File: src/hdl/i2cPkg.sv
// Two-wire bus definitions
// Master FSM states, frame width and bit-phase numbering
package i2cPkg;

	// Master FSM
	typedef enum logic [2:0] {
		stIdle,						// Bus released
		stStart,					// SDA falls while SCL high
		stByte,						// Eight data bits, MSB first
		stAck,						// SDA released for the slave
		stStop						// SDA rises while SCL high
	} masterStateT;

	localparam int FRAME_BITS = 24;			// Address byte plus two data bytes
	localparam int PHASES = 4;			// Ticks per SCL bit
	localparam int PHASE_BITS = $clog2(PHASES);

	// Phase numbers inside one bit
	localparam logic [PHASE_BITS-1:0] PH_SETUP = PHASE_BITS'(0);	// SCL low, data set up
	localparam logic [PHASE_BITS-1:0] PH_RISE = PHASE_BITS'(1);	// SCL high
	localparam logic [PHASE_BITS-1:0] PH_SAMPLE = PHASE_BITS'(2);	// SCL high, ack sampled
	localparam logic [PHASE_BITS-1:0] PH_FALL = PHASE_BITS'(PHASES - 1);	// Last phase
endpackage

File: src/hdl/codecPkg.sv
// Audio codec definitions
// Slave address, word sizes and the power-up register table
package codecPkg;

	localparam logic [7:0] SLAVE_ADDR = 8'h34;	// Write address, R/W bit low
	localparam int TABLE_LEN = 11;
	localparam int WORD_BITS = 16;			// 7-bit register index, 9-bit value

	// Init table, one register word per index
	function automatic logic [WORD_BITS-1:0] initWord(input int unsigned idx);
		case (idx)
			0:		initWord = 16'h0000;	// Dummy write, wakes the bus
			1:		initWord = 16'h001A;	// Left line-in volume
			2:		initWord = 16'h021A;	// Right line-in volume
			3:		initWord = 16'h0479;	// Left headphone volume
			4:		initWord = 16'h0679;	// Right headphone volume
			5:		initWord = 16'h08F8;	// Analog path, DAC selected
			6:		initWord = 16'h0A06;	// Digital path, de-emphasis
			7:		initWord = 16'h0C00;	// Power, all blocks on
			8:		initWord = 16'h0E01;	// Data format, 16 bit
			9:		initWord = 16'h1009;	// Sample rate
			10:		initWord = 16'h1201;	// Activate interface
			default:	initWord = 16'h0000;
		endcase
	endfunction
endpackage

File: src/hdl/i2cTickGen.sv
// Bus tick generator
// One-cycle enable at PHASES times the SCL rate
module i2cTickGen #(
	parameter int CLK_FREQ = 50_000_000,
	parameter int BUS_FREQ = 100_000
) (
	input  logic iCLK,
	input  logic iRST_N,
	output logic tick
);

	localparam int DIV = CLK_FREQ / (BUS_FREQ * i2cPkg::PHASES);
	localparam int CNT_BITS = (DIV > 1) ? $clog2(DIV) : 1;

	logic [CNT_BITS-1:0] divCnt;			// Cycles since last tick

	always_ff @(posedge iCLK or negedge iRST_N)
	begin
		if (!iRST_N)
		begin
			divCnt <= '0;
			tick <= 1'b0;
		end
		else
		begin
			tick <= (divCnt == CNT_BITS'(DIV - 1));	// Reload cycle
			divCnt <= (divCnt == CNT_BITS'(DIV - 1)) ? '0 : divCnt + 1'b1;
		end
	end
endmodule

File: src/hdl/i2cMaster.sv
// Two-wire bus master, write only
// Start, three bytes each followed by an ack bit, then stop
// SDA modelled open drain through a low-drive enable
module i2cMaster (
	input  logic iCLK,
	input  logic iRST_N,
	input  logic tick,
	input  logic start,
	input  logic [i2cPkg::FRAME_BITS-1:0] frame,
	output logic done,
	output logic nack,
	output logic scl,
	output logic sdaOe,
	input  logic sdaIn
);

	i2cPkg::masterStateT state;
	logic [i2cPkg::PHASE_BITS-1:0] phase;		// Position inside current bit
	logic [2:0] bitCnt;				// Data bits left in byte
	logic [1:0] byteCnt;				// Byte being sent
	logic [i2cPkg::FRAME_BITS-1:0] shiftReg;	// MSB is the bit on the wire
	logic nackSticky;				// Any ack bit seen high
	logic lastPhase;

	assign lastPhase = (phase == i2cPkg::PH_FALL);
	assign nack = done && nackSticky;		// Only meaningful with done

	////////////////////
	// Sequencing, one phase per tick
	always_ff @(posedge iCLK or negedge iRST_N)
	begin
		if (!iRST_N)
		begin
			state <= i2cPkg::stIdle;
			phase <= '0;
			bitCnt <= '0;
			byteCnt <= '0;
			nackSticky <= 1'b0;
			done <= 1'b0;
		end
		else
		begin
			done <= 1'b0;
			if (state == i2cPkg::stIdle)
			begin
				if (start)
				begin
					state <= i2cPkg::stStart;
					phase <= '0;
					nackSticky <= 1'b0;	// New frame, new result
				end
			end
			else if (tick)
			begin
				phase <= lastPhase ? '0 : phase + 1'b1;
				case (state)
					i2cPkg::stStart:
						if (lastPhase)
						begin
							state <= i2cPkg::stByte;
							bitCnt <= 3'd7;
							byteCnt <= 2'd0;
						end
					i2cPkg::stByte:
						if (lastPhase)
						begin
							if (bitCnt == 3'd0)
								state <= i2cPkg::stAck;
							else
								bitCnt <= bitCnt - 1'b1;
						end
					i2cPkg::stAck:
					begin
						// Refusal is remembered, rest of frame still goes out
						if (phase == i2cPkg::PH_SAMPLE && sdaIn)
							nackSticky <= 1'b1;
						if (lastPhase)
						begin
							if (byteCnt == 2'd2)
								state <= i2cPkg::stStop;
							else
							begin
								state <= i2cPkg::stByte;
								byteCnt <= byteCnt + 1'b1;
								bitCnt <= 3'd7;
							end
						end
					end
					i2cPkg::stStop:
						if (lastPhase)
						begin
							state <= i2cPkg::stIdle;
							done <= 1'b1;
						end
					default:	state <= i2cPkg::stIdle;
				endcase
			end
		end
	end

	// Frame shifter
	always_ff @(posedge iCLK)
	begin
		if (state == i2cPkg::stIdle && start)
			shiftReg <= frame;
		else if (tick && state == i2cPkg::stByte && lastPhase)
			shiftReg <= {shiftReg[i2cPkg::FRAME_BITS-2:0], 1'b0};
	end

	////////////////////
	// Line levels
	always_comb
	begin
		scl = 1'b1;
		sdaOe = 1'b0;
		case (state)
			i2cPkg::stStart:
			begin
				scl = !lastPhase;			// Low before first data bit
				sdaOe = (phase != i2cPkg::PH_SETUP);	// Falls with SCL high
			end
			i2cPkg::stByte:
			begin
				scl = (phase == i2cPkg::PH_RISE) || (phase == i2cPkg::PH_SAMPLE);
				sdaOe = !shiftReg[i2cPkg::FRAME_BITS-1];	// Drive low for a zero
			end
			i2cPkg::stAck:
				scl = (phase == i2cPkg::PH_RISE) || (phase == i2cPkg::PH_SAMPLE);
			i2cPkg::stStop:
			begin
				scl = (phase != i2cPkg::PH_SETUP);
				sdaOe = (phase == i2cPkg::PH_SETUP) || (phase == i2cPkg::PH_RISE);
			end
			default:	;
		endcase
	end

	// Arbiter must only start an idle master
	startInIdle: assert property (@(posedge iCLK) disable iff (!iRST_N)
		start |-> state == i2cPkg::stIdle);

	// Data only moves while SCL is low, start and stop excepted
	sdaStableHigh: assert property (@(posedge iCLK) disable iff (!iRST_N)
		(scl && $past(scl) && !(state inside {i2cPkg::stStart, i2cPkg::stStop}))
		|-> $stable(sdaOe));
endmodule

File: src/hdl/codecInitSeq.sv
// Codec power-up sequencer
// One bus frame per table word, resent until acknowledged
module codecInitSeq (
	input  logic iCLK,
	input  logic iRST_N,
	output logic req,
	output logic [i2cPkg::FRAME_BITS-1:0] frame,
	input  logic grant,
	input  logic done,
	input  logic nack,
	output logic initDone
);

	localparam int IDX_BITS = $clog2(codecPkg::TABLE_LEN);
	localparam logic [IDX_BITS-1:0] LAST_IDX = IDX_BITS'(codecPkg::TABLE_LEN - 1);

	logic [IDX_BITS-1:0] index;			// Table word in flight

	// Frame follows the index, stable until done
	assign frame = {codecPkg::SLAVE_ADDR, codecPkg::initWord(index)};
	assign req = !initDone;				// Requests until table is through

	////////////////////
	// Table walk
	always_ff @(posedge iCLK or negedge iRST_N)
	begin
		if (!iRST_N)
		begin
			index <= '0;
			initDone <= 1'b0;
		end
		else if (grant && done)
		begin
			if (!nack)				// Refused word keeps its index
			begin
				if (index == LAST_IDX)
					initDone <= 1'b1;	// Req drops for good
				else
					index <= index + 1'b1;
			end
		end
	end

	// No frame is granted once the table is written
	noGrantAfterInit: assert property (@(posedge iCLK) disable iff (!iRST_N)
		initDone |-> !grant);
endmodule

File: src/hdl/hostWriteQueue.sv
// Host register word queue
// Credit returned when the head word is granted the bus
module hostWriteQueue #(
	parameter int QUEUE_DEPTH = 4
) (
	input  logic iCLK,
	input  logic iRST_N,
	input  logic hostValid,
	input  logic [codecPkg::WORD_BITS-1:0] hostWord,
	output logic hostCredit,
	output logic hostNack,
	output logic req,
	output logic [i2cPkg::FRAME_BITS-1:0] frame,
	input  logic grant,
	input  logic done,
	input  logic nack
);

	localparam int PTR_BITS = (QUEUE_DEPTH > 1) ? $clog2(QUEUE_DEPTH) : 1;
	localparam int CNT_BITS = $clog2(QUEUE_DEPTH + 1);
	localparam logic [PTR_BITS-1:0] LAST_PTR = PTR_BITS'(QUEUE_DEPTH - 1);

	logic [codecPkg::WORD_BITS-1:0] mem [QUEUE_DEPTH];
	logic [PTR_BITS-1:0] wrPtr;
	logic [PTR_BITS-1:0] rdPtr;
	logic [CNT_BITS-1:0] count;			// Occupancy
	logic busy;					// Popped word still on the bus
	logic pop;

	assign pop = grant && !busy;			// First cycle of the grant
	assign hostCredit = pop;
	assign hostNack = grant && done && nack;	// Word dropped, no retry
	assign req = busy || (count != '0);

	always_ff @(posedge iCLK)
	begin
		if (hostValid)
			mem[wrPtr] <= hostWord;
		if (pop)
			frame <= {codecPkg::SLAVE_ADDR, mem[rdPtr]};	// Ready for start
	end

	always_ff @(posedge iCLK or negedge iRST_N)
	begin
		if (!iRST_N)
		begin
			wrPtr <= '0;
			rdPtr <= '0;
			count <= '0;
			busy <= 1'b0;
		end
		else
		begin
			if (hostValid)
				wrPtr <= (wrPtr == LAST_PTR) ? '0 : wrPtr + 1'b1;
			if (pop)
				rdPtr <= (rdPtr == LAST_PTR) ? '0 : rdPtr + 1'b1;
			case ({hostValid, pop})
				2'b10:		count <= count + 1'b1;
				2'b01:		count <= count - 1'b1;
				default:	;
			endcase
			if (pop)
				busy <= 1'b1;
			else if (grant && done)
				busy <= 1'b0;
		end
	end

	// Credits keep the host off a full queue
	noPushFull: assert property (@(posedge iCLK) disable iff (!iRST_N)
		hostValid |-> count != CNT_BITS'(QUEUE_DEPTH));

	// Arbiter grants only a queue holding a word
	noPopEmpty: assert property (@(posedge iCLK) disable iff (!iRST_N)
		pop |-> count != '0);
endmodule

File: src/hdl/busArbiter.sv
// Two-way bus arbiter
// Grant held for one frame, alternating when both request
module busArbiter (
	input  logic iCLK,
	input  logic iRST_N,
	input  logic reqInit,
	input  logic reqHost,
	input  logic [i2cPkg::FRAME_BITS-1:0] frameInit,
	input  logic [i2cPkg::FRAME_BITS-1:0] frameHost,
	output logic grantInit,
	output logic grantHost,
	output logic start,
	output logic [i2cPkg::FRAME_BITS-1:0] frame,
	input  logic done,
	output logic doneInit,
	output logic doneHost
);

	logic lastHost;					// Host served last
	logic anyGrant;
	logic anyGrantD;

	assign anyGrant = grantInit || grantHost;
	assign frame = grantHost ? frameHost : frameInit;
	assign doneInit = done && grantInit;
	assign doneHost = done && grantHost;

	always_ff @(posedge iCLK or negedge iRST_N)
	begin
		if (!iRST_N)
		begin
			grantInit <= 1'b0;
			grantHost <= 1'b0;
			lastHost <= 1'b0;
			anyGrantD <= 1'b0;
			start <= 1'b0;
		end
		else
		begin
			anyGrantD <= anyGrant;
			start <= anyGrant && !anyGrantD;	// One cycle after grant
			if (done)
			begin
				grantInit <= 1'b0;		// Frame over, bus free next cycle
				grantHost <= 1'b0;
			end
			else if (!anyGrant)
			begin
				if (reqInit && (!reqHost || lastHost))
				begin
					grantInit <= 1'b1;
					lastHost <= 1'b0;
				end
				else if (reqHost)
				begin
					grantHost <= 1'b1;
					lastHost <= 1'b1;
				end
			end
		end
	end

	grantOneHot: assert property (@(posedge iCLK) disable iff (!iRST_N)
		$onehot0({grantInit, grantHost}));
endmodule

File: src/hdl/codecConfigTop.sv
// Codec configuration subsystem
// Tick generator, bus master, init sequencer, host queue and arbiter
module codecConfigTop #(
	parameter int CLK_FREQ = 50_000_000,
	parameter int BUS_FREQ = 100_000,
	parameter int QUEUE_DEPTH = 4
) (
	input  logic iCLK,
	input  logic iRST_N,
	input  logic hostValid,
	input  logic [codecPkg::WORD_BITS-1:0] hostWord,
	output logic hostCredit,
	output logic hostNack,
	output logic initDone,
	output logic i2cScl,
	output logic i2cSdaOe,
	input  logic i2cSdaIn
);

	logic tick;
	logic start;
	logic done;
	logic nack;					// Shared by both requesters
	logic [i2cPkg::FRAME_BITS-1:0] frame;
	logic reqInit, reqHost;
	logic grantInit, grantHost;
	logic doneInit, doneHost;
	logic [i2cPkg::FRAME_BITS-1:0] frameInit, frameHost;

	////////////////////
	// Bit level
	i2cTickGen #(.CLK_FREQ(CLK_FREQ), .BUS_FREQ(BUS_FREQ)) u_tickGen (
		.iCLK(iCLK), .iRST_N(iRST_N), .tick(tick));

	i2cMaster u_master (
		.iCLK(iCLK), .iRST_N(iRST_N), .tick(tick),
		.start(start), .frame(frame), .done(done), .nack(nack),
		.scl(i2cScl), .sdaOe(i2cSdaOe), .sdaIn(i2cSdaIn));

	////////////////////
	// Requesters and arbiter
	codecInitSeq u_initSeq (
		.iCLK(iCLK), .iRST_N(iRST_N), .req(reqInit), .frame(frameInit),
		.grant(grantInit), .done(doneInit), .nack(nack), .initDone(initDone));

	hostWriteQueue #(.QUEUE_DEPTH(QUEUE_DEPTH)) u_hostQueue (
		.iCLK(iCLK), .iRST_N(iRST_N), .hostValid(hostValid), .hostWord(hostWord),
		.hostCredit(hostCredit), .hostNack(hostNack), .req(reqHost), .frame(frameHost),
		.grant(grantHost), .done(doneHost), .nack(nack));

	busArbiter u_arbiter (
		.iCLK(iCLK), .iRST_N(iRST_N),
		.reqInit(reqInit), .reqHost(reqHost),
		.frameInit(frameInit), .frameHost(frameHost),
		.grantInit(grantInit), .grantHost(grantHost),
		.start(start), .frame(frame), .done(done),
		.doneInit(doneInit), .doneHost(doneHost));
endmodule

File: config.mk
export PLATFORM = sky130hd
export DESIGN_NAME = codecConfigTop
export DESIGN_NICKNAME = d
export VERILOG_FILES = /design/src/hdl/i2cPkg.sv /design/src/hdl/codecPkg.sv /design/src/hdl/i2cTickGen.sv /design/src/hdl/i2cMaster.sv /design/src/hdl/codecInitSeq.sv /design/src/hdl/hostWriteQueue.sv /design/src/hdl/busArbiter.sv /design/src/hdl/codecConfigTop.sv
export SDC_FILE = /design/constraint.sdc
export NUM_CORES = 1
export LEC_CHECK = 0
export ABC_AREA = 1
export BUFFER_PORTS_ARGS = -buffer_cell sky130_fd_sc_hd__buf_4
export CAP_MARGIN = 0
export CORE_ASPECT_RATIO = 2
export CORE_MARGIN = 1.5
export CORE_UTILIZATION = 45
export CTS_CLUSTER_DIAMETER = 80
export DETAILED_ROUTE_END_ITERATION = 10
export PLACE_DENSITY = 0.6
export RECOVER_POWER = 25
export REMOVE_ABC_BUFFERS = 1
export SYNTH_ARGS = -nofsm -noshare
export SYNTH_HDL_FRONTEND = slang
export SYNTH_SLANG_ARGS = --single-unit
File: constraint.sdc
create_clock -name iCLK -period 2.85 [get_ports iCLK]
set_input_delay 0 -clock iCLK [delete_from_list [all_inputs] [get_ports iCLK]]
set_output_delay 0 -clock iCLK [all_outputs]
set_load 0.03 [all_outputs]
### Yosys cells after proc, flatten, opt, wreduce, memory -nomap -nowiden

Memory sizes are Yosys's and may differ from the RTL's. A register that Yosys moved wholly into a read port is not among the register bits.
Cells that the tools add are included.

* bits of input ports: 20
* register bits after elaboration: 62
* memory bits (writable): 64
* logic and storage cells: 168
* output and inout port bits: 5
* memories kept: 2
* memory bits (read-only): 192

Memory list
* (no name shown): words 16, width 12, rd ports 1, clocked after Yosys merged registers in 0, write ports 0, RTL line codecPkg.sv:11 `case (idx)`
* u_hostQueue.mem: words 4, width 16, rd ports 1, clocked after Yosys merged registers in 1, write ports 1, RTL line hostWriteQueue.sv:23 `logic [codecPkg::WORD_BITS-1:0] mem [QUEUE_DEPTH];`

* muxes and demuxes: 54
* bitwise operators: 5
* reduce and logical (&&, ||, !) cells: 51
* add/subtract/negate cells: 9
* equality and inequality tests: 27

Operator list (count)
* 24-bit two-way mux: 2
* 3-bit two-way mux: 14
* 2-bit nonzero test: 11
* 1-bit two-way mux: 21
* 2-bit two-way mux: 9
* 16-bit two-way mux: 1
* 3-bit by 1-bit inequality test with 1-bit output (second input constant): 5
* 1-bit logical AND: 13
* 2-bit equality test (second input constant): 6
* 3-bit case mux with 4 select lines: 1
* 3-bit AND reduction: 4
* 3-bit case mux with 3 select lines: 1
* 2-bit by 1-bit adder with 2-bit output (second input constant): 4
* 2-bit by 1-bit inequality test with 1-bit output (second input constant): 4
* 2-bit inequality test (second input constant): 4
* 8-bit AND reduction: 1
* 7-bit by 1-bit adder with 7-bit output (second input constant): 1
* 7-bit equality test (second input constant): 1
* 7-bit two-way mux: 1
* 7-bit AND reduction: 1
* 3-bit by 2-bit equality test with 1-bit output (second input constant): 2
* 1-bit zero test: 6
* 3-bit zero test: 2
* 1-bit case mux with 3 select lines: 2
* 17 further kinds: 29

### Depth between registers and ports, before layout

Gate-level depths: netlist of run 1.

* depth in word-level cells: 8
* gate-level depth with buffers: 9

### Cells and area by module

A second synthesis of run 1 with hierarchy kept.

* cells, all modules: 761
* area total of the unflattened synthesis: 7061.8 µm²

By module, submodules not included
* hostWriteQueue: times used 1, area an instance 3632.2 µm², seq. area each 2602.5 µm², cells each 306
* i2cMaster: times used 1, area an instance 1934.4 µm², seq. area each 1021.0 µm², cells each 226
* codecInitSeq: times used 1, area an instance 566.8 µm², seq. area each 125.1 µm², cells each 84
* busArbiter: times used 1, area an instance 551.8 µm², seq. area each 125.1 µm², cells each 103
* i2cTickGen: times used 1, area an instance 376.6 µm², seq. area each 200.2 µm², cells each 42

### Worst setup path before layout of run 1

Ideal clock, no wire load.

* path type: reg-to-reg
* start point: reg u_arbiter.grantHost
* end point: reg u_hostQueue.count[2]
* cell stages (with the launch flop): 10
* data required time: 2.719 ns
* data arrival time: 2.962 ns
* slack: -0.242 ns
* path through: dfrtp_1 -> inv_1 -> buf_2 -> nor2_1 -> ha_1 -> inv_1 -> fa_1 -> a21oi_1 -> o21ai_0 -> xor2_1

* longest elaborated chain between the ends: 3
* elaborated cells on any way between the ends: 5

RTL lines
* start, declared: RTL line busArbiter.sv:11 `output logic grantHost,`
* start signal, assigned: RTL line busArbiter.sv:33 `grantHost <= 1'b0;`
* start signal, assigned: RTL line busArbiter.sv:45 `grantHost <= 1'b0;`
* start signal, assigned: RTL line busArbiter.sv:56 `grantHost <= 1'b1;`
* 1-bit logical AND (*): RTL line hostWriteQueue.sv:30 `assign pop = grant && !busy;`
* named net hostCredit: RTL line codecConfigTop.sv:12 `output logic hostCredit,`
* 2-bit by 1-bit equality test with 1-bit output or 2-bit equality test (tied branches): RTL line hostWriteQueue.sv:58 `case ({hostValid, pop})`
* 3-bit case mux with 2 select lines or 2-bit nonzero test (tied branches)
* end signal, assigned: RTL line hostWriteQueue.sv:59 `2'b10: count <= count + 1'b1;`
* end signal, assigned: RTL line hostWriteQueue.sv:60 `2'b01: count <= count - 1'b1;`
* end, declared: RTL line hostWriteQueue.sv:26 `logic [CNT_BITS-1:0] count;`

The timed path passes the listed nets; every way through them passes the cells marked *.
A chain may end at the register's enable or synchronous reset.

### Worst setup path after layout of run 1

* start point: reg u_arbiter.grantHost
* end point: reg u_hostQueue.count[2]

* longest elaborated chain between the ends: 3
* elaborated cells on any way between the ends: 5

RTL lines (RTL line)
* 1-bit logical AND (*): hostWriteQueue.sv:30
* 2-bit by 1-bit equality test with 1-bit output or 2-bit equality test (tied branches): hostWriteQueue.sv:58
* 3-bit case mux with 2 select lines or 2-bit nonzero test (tied branches)

Mark *: on every way between the ends. The rest lies on a longest branch, timed or not.

==> impl_metrics.csv, run 1 <==
group,metric,value,unit
power_and_ir_drop,total_power,5.969,mW
setup_path,crit_fanout,15,
clock_tree,postCtsHoldBufs,19,
routing,drt_wl_total,11470,um
timing,timing.hold.ws,0.3647,ns
synthesis,yosysSeqAreaShare,67.12,%
final_layout,fin_nets,636,
setup_path,rrSetupSlack,0.80,ns
synthesis,synth.most_common_cell,"nand2_1",
timing,finalSetupTns,0,ns
final_layout,finalInstanceArea,0.007164,mm2
timing,relSlewSlack,-37.76,%
routing,met3WireLength,279,um
placement,port-buffer-count,24,
final_layout,synthToLayoutAreaGrowth,18.04,%
routing,wl_met2,6427,um
global_routing,grt_pass1_wl,18800,um
timing,slew_viol_final,39,
hold_path,hp-start,"hostWord[1]",
floorplan,ios,25,
hold_path,min_path_cells,2,
synthesis,synth_top_cell_area_share,51.45,%
clock_tree,cts-buffers-inserted,17,
global_routing,grt_usage,17.21,%
routing,topRoutingLayerUsed,"met4",
placement,dp_cells,709,
setup_path,worstSetupPathType,"flip-flop to flip-flop",
placement,gp_congestion,0.8996,
routing,ant_nets,0,
synthesis,synth.top_cells.by_area,"edfxtp_1, dfrtp_1, nand2_1",
routing,initialDrtViolationCount,326,
setup_path,cpLargestDelayFamily,"flip-flops",
floorplan,core_area,0.01307,mm2
final_layout,antenna_cells,0,
setup_path,critPathLaunchType,"flip-flop",
synthesis,synth_edf_count,104,
setup_path,worst_path_largest_cell_delay,0.67,ns
routing,viasPerCell,5.228,
floorplan,die_w,85.12,um
clock_tree,clkTransAtPathRegs,0.06,ns
timing,setup_violations,0,
routing,firstDrtPassIters,7,
synthesis,synthXorXnorAreaFrac,1.154,%
synthesis,syn-mean-instance-area,11.20,um2
routing,routedWlPerCell,15.10,um
synthesis,synth_top_family_by_area,"simple AND/OR/NAND/NOR gates",
floorplan,rows,59,
routing,met1_length,4497,um
final_layout,finish.utilization,54.83,%
timing,worst_slack,0.8012,ns
synthesis,ys.flop_type,"edfxtp_1",
clock_tree,clock-sinks,142,
global_routing,grt.overflow.total,0,
clock_tree,cts_buffer_depth,2,
power_and_ir_drop,power_density,833.2,mW/mm2
setup_path,worstPathRequired,3.15,ns
routing,vias,3973,
synthesis,yosys.area.top_type,"edfxtp_1",
run,timing.max_cap.violations,1,
clock_tree,cts_resized,0,
power_and_ir_drop,p_leak,2.869,nW
setup_path,crit_slowest_cell,"dfrtp_1",
placement,placed_area,0.006420,mm2
setup_path,r2r_cells,8,
routing,drc_errors,2,
global_routing,first_global_vias,4039,
global_routing,antenna_found_initial,0,
setup_path,r2r_end,"u_hostQueue.count[2]$_DFFE_PN0P_",
synthesis,ys_warn_count,0,
setup_path,cp_cell_sequence,"inv_1 > nor2_2 > ha_1 > inv_1 > fa_1 > a21oi_1 > o21ai_0 > xor2_1",
synthesis,synth-compound-area-share,8.823,%
synthesis,muxShareOfSynthArea,0,%
setup_path,end_kind,"flip-flop",
synthesis,ys_ff_latch,142,
synthesis,synthArstFlopShare,26.76,%
setup_path,crit_top_cell,"inv_1",
final_layout,drive_above_1_share,9.375,%
timing,hold_violations,0,
hold_path,hold_path_class,"primary input to flip-flop",
timing,min_period,2.049,ns
timing,rsz0062_at_grt,"false",
final_layout,finalNonFillerCells,760,
clock_tree,cts_root_buf,"clkbuf_16",
synthesis,synth.distinct_cells,35,
floorplan,fp.dieH,167.2,um
synthesis,syn_area,0.006070,mm2
synthesis,synth-simple-area-share,14.18,%
synthesis,synthCells,542,
timing,max_slew.worst_pin.slew,2.066,ns
timing,period_share,71.89,%
run_status,failed_checks,"design-rule violations, max-capacitance violations, max-slew violations",
timing,skew,0.005923,ns
floorplan,dieArea,0.01424,mm2
clock_tree,cts_tree,"yes",
setup_path,critPathBufInv,2,
power_and_ir_drop,ir_worst_vdd,0.6091,mV
setup_path,cp.arrival,2.35,ns
clock_tree,clock_latency,0.42,ns
setup_path,reg2reg_from,"u_arbiter.grantHost$_DFFE_PN0P_",
synthesis,synthAdderAreaFrac,4.453,%
synthesis,synth_commonest_cells,"nand2_1, edfxtp_1, nor2_1, o21ai_0, inv_1",
run_status,status,"finished, violations left",
placement,dp_hpwl,7730,um
timing,max_freq,0.4881,GHz
global_routing,grt_max_degree,39,
clock_tree,post_cts_buffers,0,
clock_tree,h-tree-depth,4,
floorplan,start_util,46.45,%
placement,post-place-ws,0.7915,ns
hold_path,hold_end,"u_hostQueue.mem[1][1]$_DFFE_PP_",
placed cells by master, fill, tap and decap left out, types with 2 or more instances in the layout:
cell	Yosys	layout
nand2_1	108	108
edfxtp_1	104	104
nor2_1	63	62
o21ai_0	58	57
inv_1	46	46
dfrtp_1	38	38
nand3_1	22	22
ha_1	20	20
dlygate4sd3_1	0	19
clkbuf_16	0	17
clkbuf_1	9	17
o22ai_1	16	16
buf_4	1	13
a21oi_1	10	10
xor2_1	5	5
nand4_1	5	5
inv_6	0	5
inv_8	0	5
inv_2	4	4
nor2_2	2	3
xnor2_1	3	3
or2_2	3	3
or2_1	2	2
o21a_1	2	2
o31ai_1	2	2
a2bb2oi_1	2	2
o211ai_1	2	2
nor3_1	2	2
bufinv_16	0	2
logic make-up (layout without fill, tap and decap cells):
family	after synthesis	in the layout
adders and majority gates	21	21
and+or+nand+nor	210	210
DFF	142	142
xor gates and xnor gates	8	8
buffers and inverters	65	131
AOI/OAI and AO/OA	96	96
power breakdown:
group	internal (mW)	switching, mW
Combinational	0.320	0.705
Clock	1.34	0.959
Sequential	2.54	0.101
worst max-delay path by stage:
stage                                         start                                to  slack (ns)  cells past startpoint
floorplan           u_arbiter.grantHost$_DFFE_PN0P_  u_hostQueue.count[2]$_DFFE_PN0P_       -0.38                      8
global placement    u_arbiter.grantHost$_DFFE_PN0P_  u_hostQueue.count[2]$_DFFE_PN0P_        0.83                      8
detailed placement  u_arbiter.grantHost$_DFFE_PN0P_  u_hostQueue.count[2]$_DFFE_PN0P_        0.79                      8
CTS                 u_arbiter.grantHost$_DFFE_PN0P_  u_hostQueue.count[2]$_DFFE_PN0P_        0.79                      8
global route                                 iRST_N    u_initSeq.index[2]$_DFFE_PN0P_        0.47                      2
finish              u_arbiter.grantHost$_DFFE_PN0P_  u_hostQueue.count[2]$_DFFE_PN0P_        0.80                      8
area by class of cell:
type	count	area, um2
fill	1114	5902
sequential	142	4074
multi-input combinational	335	1743
clock buffer	17	425.4
timing repair buffer	49	351.6
clock inverter	15	192.7
tap	152	190.2
inverter	50	187.7
sequential cells by signal (all words and copies together), names as in the netlist, 2 cells and up:
| signal | cells |
|---|---|
| u_tickGen.divCnt | 7 |
| u_master.state | 3 |
| u_hostQueue.frame | 16 |
| u_initSeq.index | 4 |
| u_hostQueue.mem | 64 |
| u_hostQueue.rdPtr | 2 |
| u_hostQueue.count | 3 |
| u_master.bitCnt | 3 |
| u_hostQueue.wrPtr | 2 |
| u_master.byteCnt | 2 |
| u_master.phase | 2 |
| u_master.shiftReg | 24 |
per-layer routing:
| layer | global-route usage [%] | vias up |
|---|---|---|
| met3 | 3.746 | 20 |
| li1 | - | 1971 |
| met5 | 0 | - |
| met2 | 32.02 | 74 |
| met1 | 17.32 | 1908 |
| met4 | 9.195 | 0 |
(Power assumes the default switching activity.)
==> run 2, diff against run 1 <==
Settings changed: PLACE_DENSITY 0.6 to 0.57.
Clock period 2.85 ns to 2.06 ns, I/O delays scaled along.
==> run 2 against run 1 <==
Compared with the run above:
- the flow finishes with violations (design-rule violations)
- via count decreased by 0.48%
- utilization grew 0.20 points
- clock power up 27%
- worst setup slack got worse by 0.39 ns
- total power up 35%
- non-clock buffer count grew 9
- wire length rose by 2.6%
- flip-flop and latch count stayed put
- critical endpoint unchanged
- clock skew is 0.0024 ns higher
- worst hold slack got worse by 0.088 ns
- global-route usage is 0.41 points higher
- register-to-register slack got worse by 0.39 ns
==> impl_metrics.csv, run 2 (synthesis results as in run 1) <==
group,metric,value,unit
run_status,status,"finished, violations left",
run_status,failed_checks,"design-rule violations",
routing,firstDrtPassIters,8,
floorplan,ios,25,
timing,period_share,80.28,%
clock_tree,cts_tree,"yes",
setup_path,worst-path-stages,7,
global_routing,grt_pass1_wl,19300,um
floorplan,dieArea,0.01424,mm2
timing,relSlewSlack,34.41,%
setup_path,cp_cell_sequence,"nor2_2 > ha_1 > inv_1 > fa_1 > a21oi_1 > o21ai_0 > xor2_1",
setup_path,rrSetupSlack,0.41,ns
final_layout,finish.utilization,55.03,%
setup_path,cp.arrival,1.95,ns
setup_path,r2r_cells,7,
power_and_ir_drop,power_frac_clock,36.3,%
routing,routedWlPerCell,15.31,um
clock_tree,cts-buffers-inserted,17,
timing,setup_violations,0,
final_layout,largest_reg_flops,64,
floorplan,rows,59,
timing,worst_slack,0.4062,ns
floorplan,fp.dieH,167.2,um
final_layout,top_register,"u_hostQueue.mem",
setup_path,worst_path_largest_cell_delay,0.41,ns
final_layout,layout_commonest_cell,"nand2_1",
setup_path,critPathLaunch,"u_hostQueue.busy$_DFFE_PN0P_",
clock_tree,h-tree-depth,4,
timing,slew_viol_final,0,
clock_tree,post_cts_buffers,0,
clock_tree,cts_buffer_depth,2,
routing,ant_nets,0,
routing,drt_wl_total,11770,um
clock_tree,clkTransAtPathRegs,0.07,ns
timing,min_period,1.654,ns
placement,dp_hpwl,7943,um
routing,vias,3954,
placement,gp_congestion,0.8761,
power_and_ir_drop,internal_power,5.625,mW
timing,skew,0.008325,ns
final_layout,final_cell_mix,"nand2_1, edfxtp_1, nor2_1",
global_routing,grt_usage,17.62,%
final_layout,finalInstanceArea,0.007191,mm2
power_and_ir_drop,power_frac_seq,45.1,%
timing,hold_violations,0,
final_layout,antenna_cells,0,
power_and_ir_drop,total_power,8.085,mW
clock_tree,clock-sinks,142,
power_and_ir_drop,power_density,1124,mW/mm2
global_routing,first_global_vias,4153,
placement,post-place-ws,0.3988,ns
power_and_ir_drop,switchingPower,2.461,mW
timing,rsz0062_at_grt,"false",
setup_path,worstPathRequired,2.35,ns
routing,drc_errors,2,
hold_path,hold_path_class,"primary input to asynchronous set/reset pin",
final_layout,fin_nets,645,
run,timing.max_cap.violations,0,
setup_path,critPathLaunchType,"flip-flop",
placement,dp_cells,718,
setup_path,r2r_end,"u_hostQueue.count[2]$_DFFE_PN0P_",
floorplan,start_util,46.45,%
final_layout,largestRegisters,"u_hostQueue.mem (64), u_master.shiftReg (24), u_hostQueue.frame (16)",
setup_path,cpLargestDelayFamily,"adder cells",
final_layout,finalNonFillerCells,769,
setup_path,end_kind,"flip-flop",
power_and_ir_drop,ir_worst_vdd,0.9539,mV
placement,port-buffer-count,24,
clock_tree,clock_latency,0.42,ns
power_and_ir_drop,p_leak,2.893,nW
power_and_ir_drop,switching_share,30.43,%
final_layout,synthToLayoutAreaGrowth,18.47,%
final_layout,drive_above_1_share,10.70,%
routing,viasPerCell,5.142,
global_routing,grt_max_degree,39,
setup_path,crit_fanout,4,
setup_path,worstSetupPathType,"flip-flop to flip-flop",
setup_path,crit_end,"u_hostQueue.count[2]$_DFFE_PN0P_",
global_routing,antenna_found_initial,0,
timing,max_freq,0.6047,GHz
floorplan,core_area,0.01307,mm2
setup_path,crit_slowest_cell,"dfrtp_1",
timing,max_slew.worst_pin.slew,0.9839,ns
routing,initialDrtViolationCount,196,
setup_path,reg2reg_from,"u_hostQueue.busy$_DFFE_PN0P_",
placement,placed_area,0.006487,mm2
global_routing,grt.overflow.total,0,
clock_tree,cts_root_buf,"clkbuf_16",
power_and_ir_drop,combPwrFrac,18.6,%
floorplan,die_w,85.12,um
setup_path,critPathBufInv,1,
==> run 2: worst min-delay path by stage <==
| stage | to |
|---|---|
| floorplan | u_arbiter.anyGrantD$_DFF_PN0_ |
| detailed placement | u_tickGen.divCnt[6]$_DFF_PN0_ |
| global placement | u_tickGen.divCnt[6]$_DFF_PN0_ |
| global route | u_tickGen.divCnt[6]$_DFF_PN0_ |
| finish | u_hostQueue.count[0]$_DFFE_PN0P_ |
| CTS | u_hostQueue.count[0]$_DFFE_PN0P_ |
==> run 2: power groups by stage <==
stage                     Sequential, mW  Combinational (mW)  Clock (mW)
after floorplan                     3.75               0.867           0
after global placement              3.70                1.47           0
after detailed placement            3.71                1.51           0
after CTS                           3.65                1.55        2.99
after global routing                3.68                1.71        3.09
final                               3.65                1.51        2.93
==> run 2: area by class of cell <==
type / count / area, um2
Clock inverter: 15 / 150.1
Timing Repair Buffer: 58 / 420.4
Multi-Input combinational cell: 335 / 1743
Clock buffer: 17 / 425.4
Tap cell: 152 / 190.2
Inverter: 50 / 187.7
Fill cell: 1125 / 5876
Sequential cell: 142 / 4074
==> run 2: layer usage <==
| metal | global-route usage [%] | vias up | part of all wire [%] |
|---|---|---|---|
| met2 | 33.06 | 82 | 55 |
| met5 | 0 | - | 0 |
| li1 | - | 1983 | - |
| met1 | 17.64 | 1863 | 39 |
| met4 | 9.337 | 0 | 3.2 |
| met3 | 3.647 | 26 | 2.6 |
==> run 2: what timing repair did <==
action                                  in CTS  in global routing
hold endpoints to repair                   105                  0
gates resized for setup                      0                  0
endpoints found under the setup margin       0                  0
hold buffers                                19                  0
==> run 2: through the flow <==
step	setup TNS, ns	hold WS (ns)
floorplan	-27.41	-0.2956
global placement	0	0.005946
detailed placement	0	0.007402
CTS	0	0.1026
global route	0	0.3817
finish	0	0.2768
==> run 3, diff against run 2 <==
Settings changed: ABC_AREA 1 to 0, PLACE_DENSITY 0.57 to 0.6.
Clock period 2.06 ns to 1.4 ns, I/O delays scaled along.
==> run 3 against run 2 <==
Compared with the run above:
- the flow finishes with violations (design-rule violations, negative setup slack)
- cell count fell by 3.4%
- utilization rose by 12 points
- sequential share of layout area fell by 10 points
==> impl_metrics.csv, run 3 <==
group,metric,value,unit
synthesis,synth.top_cells.by_area,"edfxtp_1, dfrtp_1, mux4_2",
run,timing.max_cap.violations,0,
routing,viasPerCell,5.359,
power_and_ir_drop,power_frac_seq,48.5,%
setup_path,worst_path_largest_cell_delay,0.39,ns
floorplan,start_util,46.46,%
setup_path,r2r_end,"u_master.bitCnt[1]$_DFFE_PN0P_",
power_and_ir_drop,internal_power,7.965,mW
final_layout,finalNonFillerCells,743,
placement,dp_cells,644,
setup_path,critPathLaunchType,"flip-flop",
final_layout,synthToLayoutAreaGrowth,44.19,%
setup_path,worstPathRequired,1.40,ns
timing,min_period,1.721,ns
floorplan,die_w,85.13,um
hold_path,hold_path_class,"primary input to asynchronous set/reset pin",
setup_path,end_kind,"primary output",
placement,port-buffer-count,24,
synthesis,synth_edf_count,104,
synthesis,ys_ff_latch,142,
synthesis,yosys.area.top_type,"edfxtp_1",
routing,drc_errors,1,
clock_tree,clkTransAtPathRegs,0.06,ns
timing,skew,0.007398,ns
power_and_ir_drop,ir_worst_vdd,1.351,mV
clock_tree,h-tree-depth,4,
timing,timing.hold.ws,0.09950,ns
timing,rsz0062_at_grt,"true",
routing,firstDrtPassIters,7,
timing,max_freq,0.5811,GHz
clock_tree,cts_tree,"yes",
timing,relSlewSlack,65.01,%
power_and_ir_drop,switchingPower,2.679,mW
timing,finalSetupTns,-11.35,ns
setup_path,crit_top_cell,"buf_6",
synthesis,synth_top_cell_area_share,51.44,%
power_and_ir_drop,power_density,1216,mW/mm2
floorplan,core_area,0.01307,mm2
synthesis,ys.flop_type,"edfxtp_1",
synthesis,synth.distinct_cells,58,
placement,dp_hpwl,7706,um
global_routing,grt_pass1_wl,20270,um
synthesis,synthCells,420,
routing,vias,3982,
timing,setup_violations,63,
final_layout,top_register,"u_hostQueue.mem",
timing,period_share,122.9,%
routing,initialDrtViolationCount,263,
synthesis,synthArstFlopShare,26.76,%
setup_path,reg2reg_from,"u_master.state[2]$_DFFE_PN0P_",
floorplan,ios,25,
clock_tree,cts_buffer_depth,2,
power_and_ir_drop,p_leak,3.442,nW
synthesis,synth.most_common_cell,"edfxtp_1",
final_layout,finish.utilization,66.99,%
timing,slew_viol_final,0,
synthesis,yosysSeqAreaShare,67.11,%
setup_path,r2r_cells,5,
synthesis,synth_commonest_cells,"edfxtp_1, dfrtp_1, nand2_1, nor2_1, o21ai_0",
placement,placed_area,0.006949,mm2
setup_path,rrSetupSlack,-0.28,ns
synthesis,syn-mean-instance-area,14.45,um2
routing,routedWlPerCell,18.04,um
global_routing,grt_max_degree,39,
final_layout,layout_commonest_cell,"edfxtp_1",
global_routing,grt_usage,18.55,%
final_layout,largest_reg_flops,64,
timing,max_slew.worst_pin.slew,0.5248,ns
routing,ant_nets,0,
clock_tree,cts_root_buf,"clkbuf_16",
final_layout,drive_above_1_share,45.69,%
clock_tree,clock_latency,0.42,ns
floorplan,dieArea,0.01424,mm2
setup_path,cp_cell_sequence,"buf_6 > buf_6 > and2b_1 > o21ai_2 > o31a_1 > o22ai_1 > buf_4",
final_layout,finalInstanceArea,0.008753,mm2
run_status,failed_checks,"design-rule violations, negative setup slack",
routing,drt_wl_total,13400,um
timing,hold_violations,0,
final_layout,largestRegisters,"u_hostQueue.mem (64), u_master.shiftReg (24), u_hostQueue.frame (16)",
clock_tree,cts-buffers-inserted,17,
setup_path,crit_fanout,3,
floorplan,rows,59,
run_status,status,"finished, violations left",
final_layout,antenna_cells,0,
final_layout,final_cell_mix,"edfxtp_1, buf_4, dfrtp_1",
setup_path,cp.arrival,1.72,ns
floorplan,fp.dieH,167.3,um
final_layout,fin_nets,620,
global_routing,grt.overflow.total,0,
timing,worst_slack,-0.3208,ns
global_routing,antenna_found_initial,0,
synthesis,ys_warn_count,0,
setup_path,crit_slowest_cell,"dfrtp_1",
placement,gp_congestion,0.8951,
power_and_ir_drop,combPwrFrac,12.0,%
clock_tree,clock-sinks,142,
power_and_ir_drop,power_frac_clock,39.6,%
synthesis,syn_area,0.006071,mm2
power_and_ir_drop,switching_share,25.17,%
setup_path,worstSetupPathType,"flip-flop to primary output",
global_routing,first_global_vias,4188,
[run 3: cell types whose count changed after synthesis, moves of 11 or more]
| cell | delta |
|---|---|
| o22ai_1 | -15 |
| nor2_1 | -36 |
| nand3_1 | -13 |
| mux4_2 | +16 |
| inv_1 | -26 |
| o21ai_0 | -31 |
| nand2_1 | -73 |
| and2_1 | +11 |
[run 3: timing repair]
action,4_1_cts,5_1_grt
pin swaps,20,37
gates cloned,3,7
hold buffers,19,0
endpoints found under the setup margin,63,92
gates resized for setup,92,84
endpoints found under the hold margin,105,0
buffers inserted,20,24
[run 3: cell type report]
type	instances	area [um2]
Tap cell	152	190.2
Clock buffer	17	425.4
Fill cell	880	4313
Clock inverter	14	123.9
Inverter	22	87.58
Sequential cell	142	4081
Timing Repair Buffer	158	1570
Multi-Input combinational cell	238	2275
[run 3: kinds of logic (layout without fill, tap and decap cells)]
| family | Yosys count | in the layout | share of synthesized area [%] |
|---|---|---|---|
| compound gates | 69 | 69 | 7.193 |
| xor+xnor | 9 | 9 | 1.298 |
| flops | 142 | 142 | 67.11 |
| fa+ha+maj | 21 | 21 | 4.452 |
| mux | 26 | 26 | 7.791 |
| simple gates | 113 | 113 | 9.295 |
| buf+inv | 40 | 211 | 2.865 |
[run 3: power by group through the flow]
stage | sequential [mW] | clock (mW) | combinational, mW
global route | 5.19 | 4.47 | 1.40
finish | 5.16 | 4.21 | 1.28
global placement | 5.19 | 0 | 1.05
floorplan | 5.22 | 0 | 0.555
CTS | 5.14 | 4.30 | 1.21
detailed placement | 5.22 | 0 | 1.09
[run 3: critical path: cells and delay by family, from the launching register on]
family | cells | cell delay (ns)
buf+inv | 3 | 0.42
compound gates | 3 | 0.28
simple gates | 1 | 0.21
flops | 1 | 0.39
[run 3: worst max path at each step]
stage                                         start                          endpoint  depth (start not counted)
floorplan           u_arbiter.grantHost$_DFFE_PN0P_  u_hostQueue.count[2]$_DFFE_PN0P_                          8
global placement     u_initSeq.index[1]$_DFFE_PN0P_    u_master.shiftReg[5]$_DFFE_PP_                          6
detailed placement   u_initSeq.index[1]$_DFFE_PN0P_    u_master.shiftReg[5]$_DFFE_PP_                          6
CTS                   u_master.state[0]$_DFFE_PN0P_                          i2cSdaOe                          7
global route          u_master.state[0]$_DFFE_PN0P_                          i2cSdaOe                          7
finish                u_master.state[0]$_DFFE_PN0P_                          i2cSdaOe                          7
[run 3: metal layers]
layer  track usage [%]  part of all wire (%)  vias up  routed length, um
met3             3.351                   2.3       25                305
li1                  -                     -     1873                  -
met5                 0                     0        -                  0
met1             19.20                    35     2014               4740
met2             35.33                    60       70               8089
met4             8.125                   2.0        0                267
[run 3: through the flow]
step	total power, mW	setup WS, ns
2_1_floorplan	5.772	-2.112
4_1_cts	10.65	-0.3092
6_report	10.64	-0.3208
5_1_grt	11.06	-0.4035
3_3_place_gp	6.238	-0.5864
3_5_place_dp	6.310	-0.6073
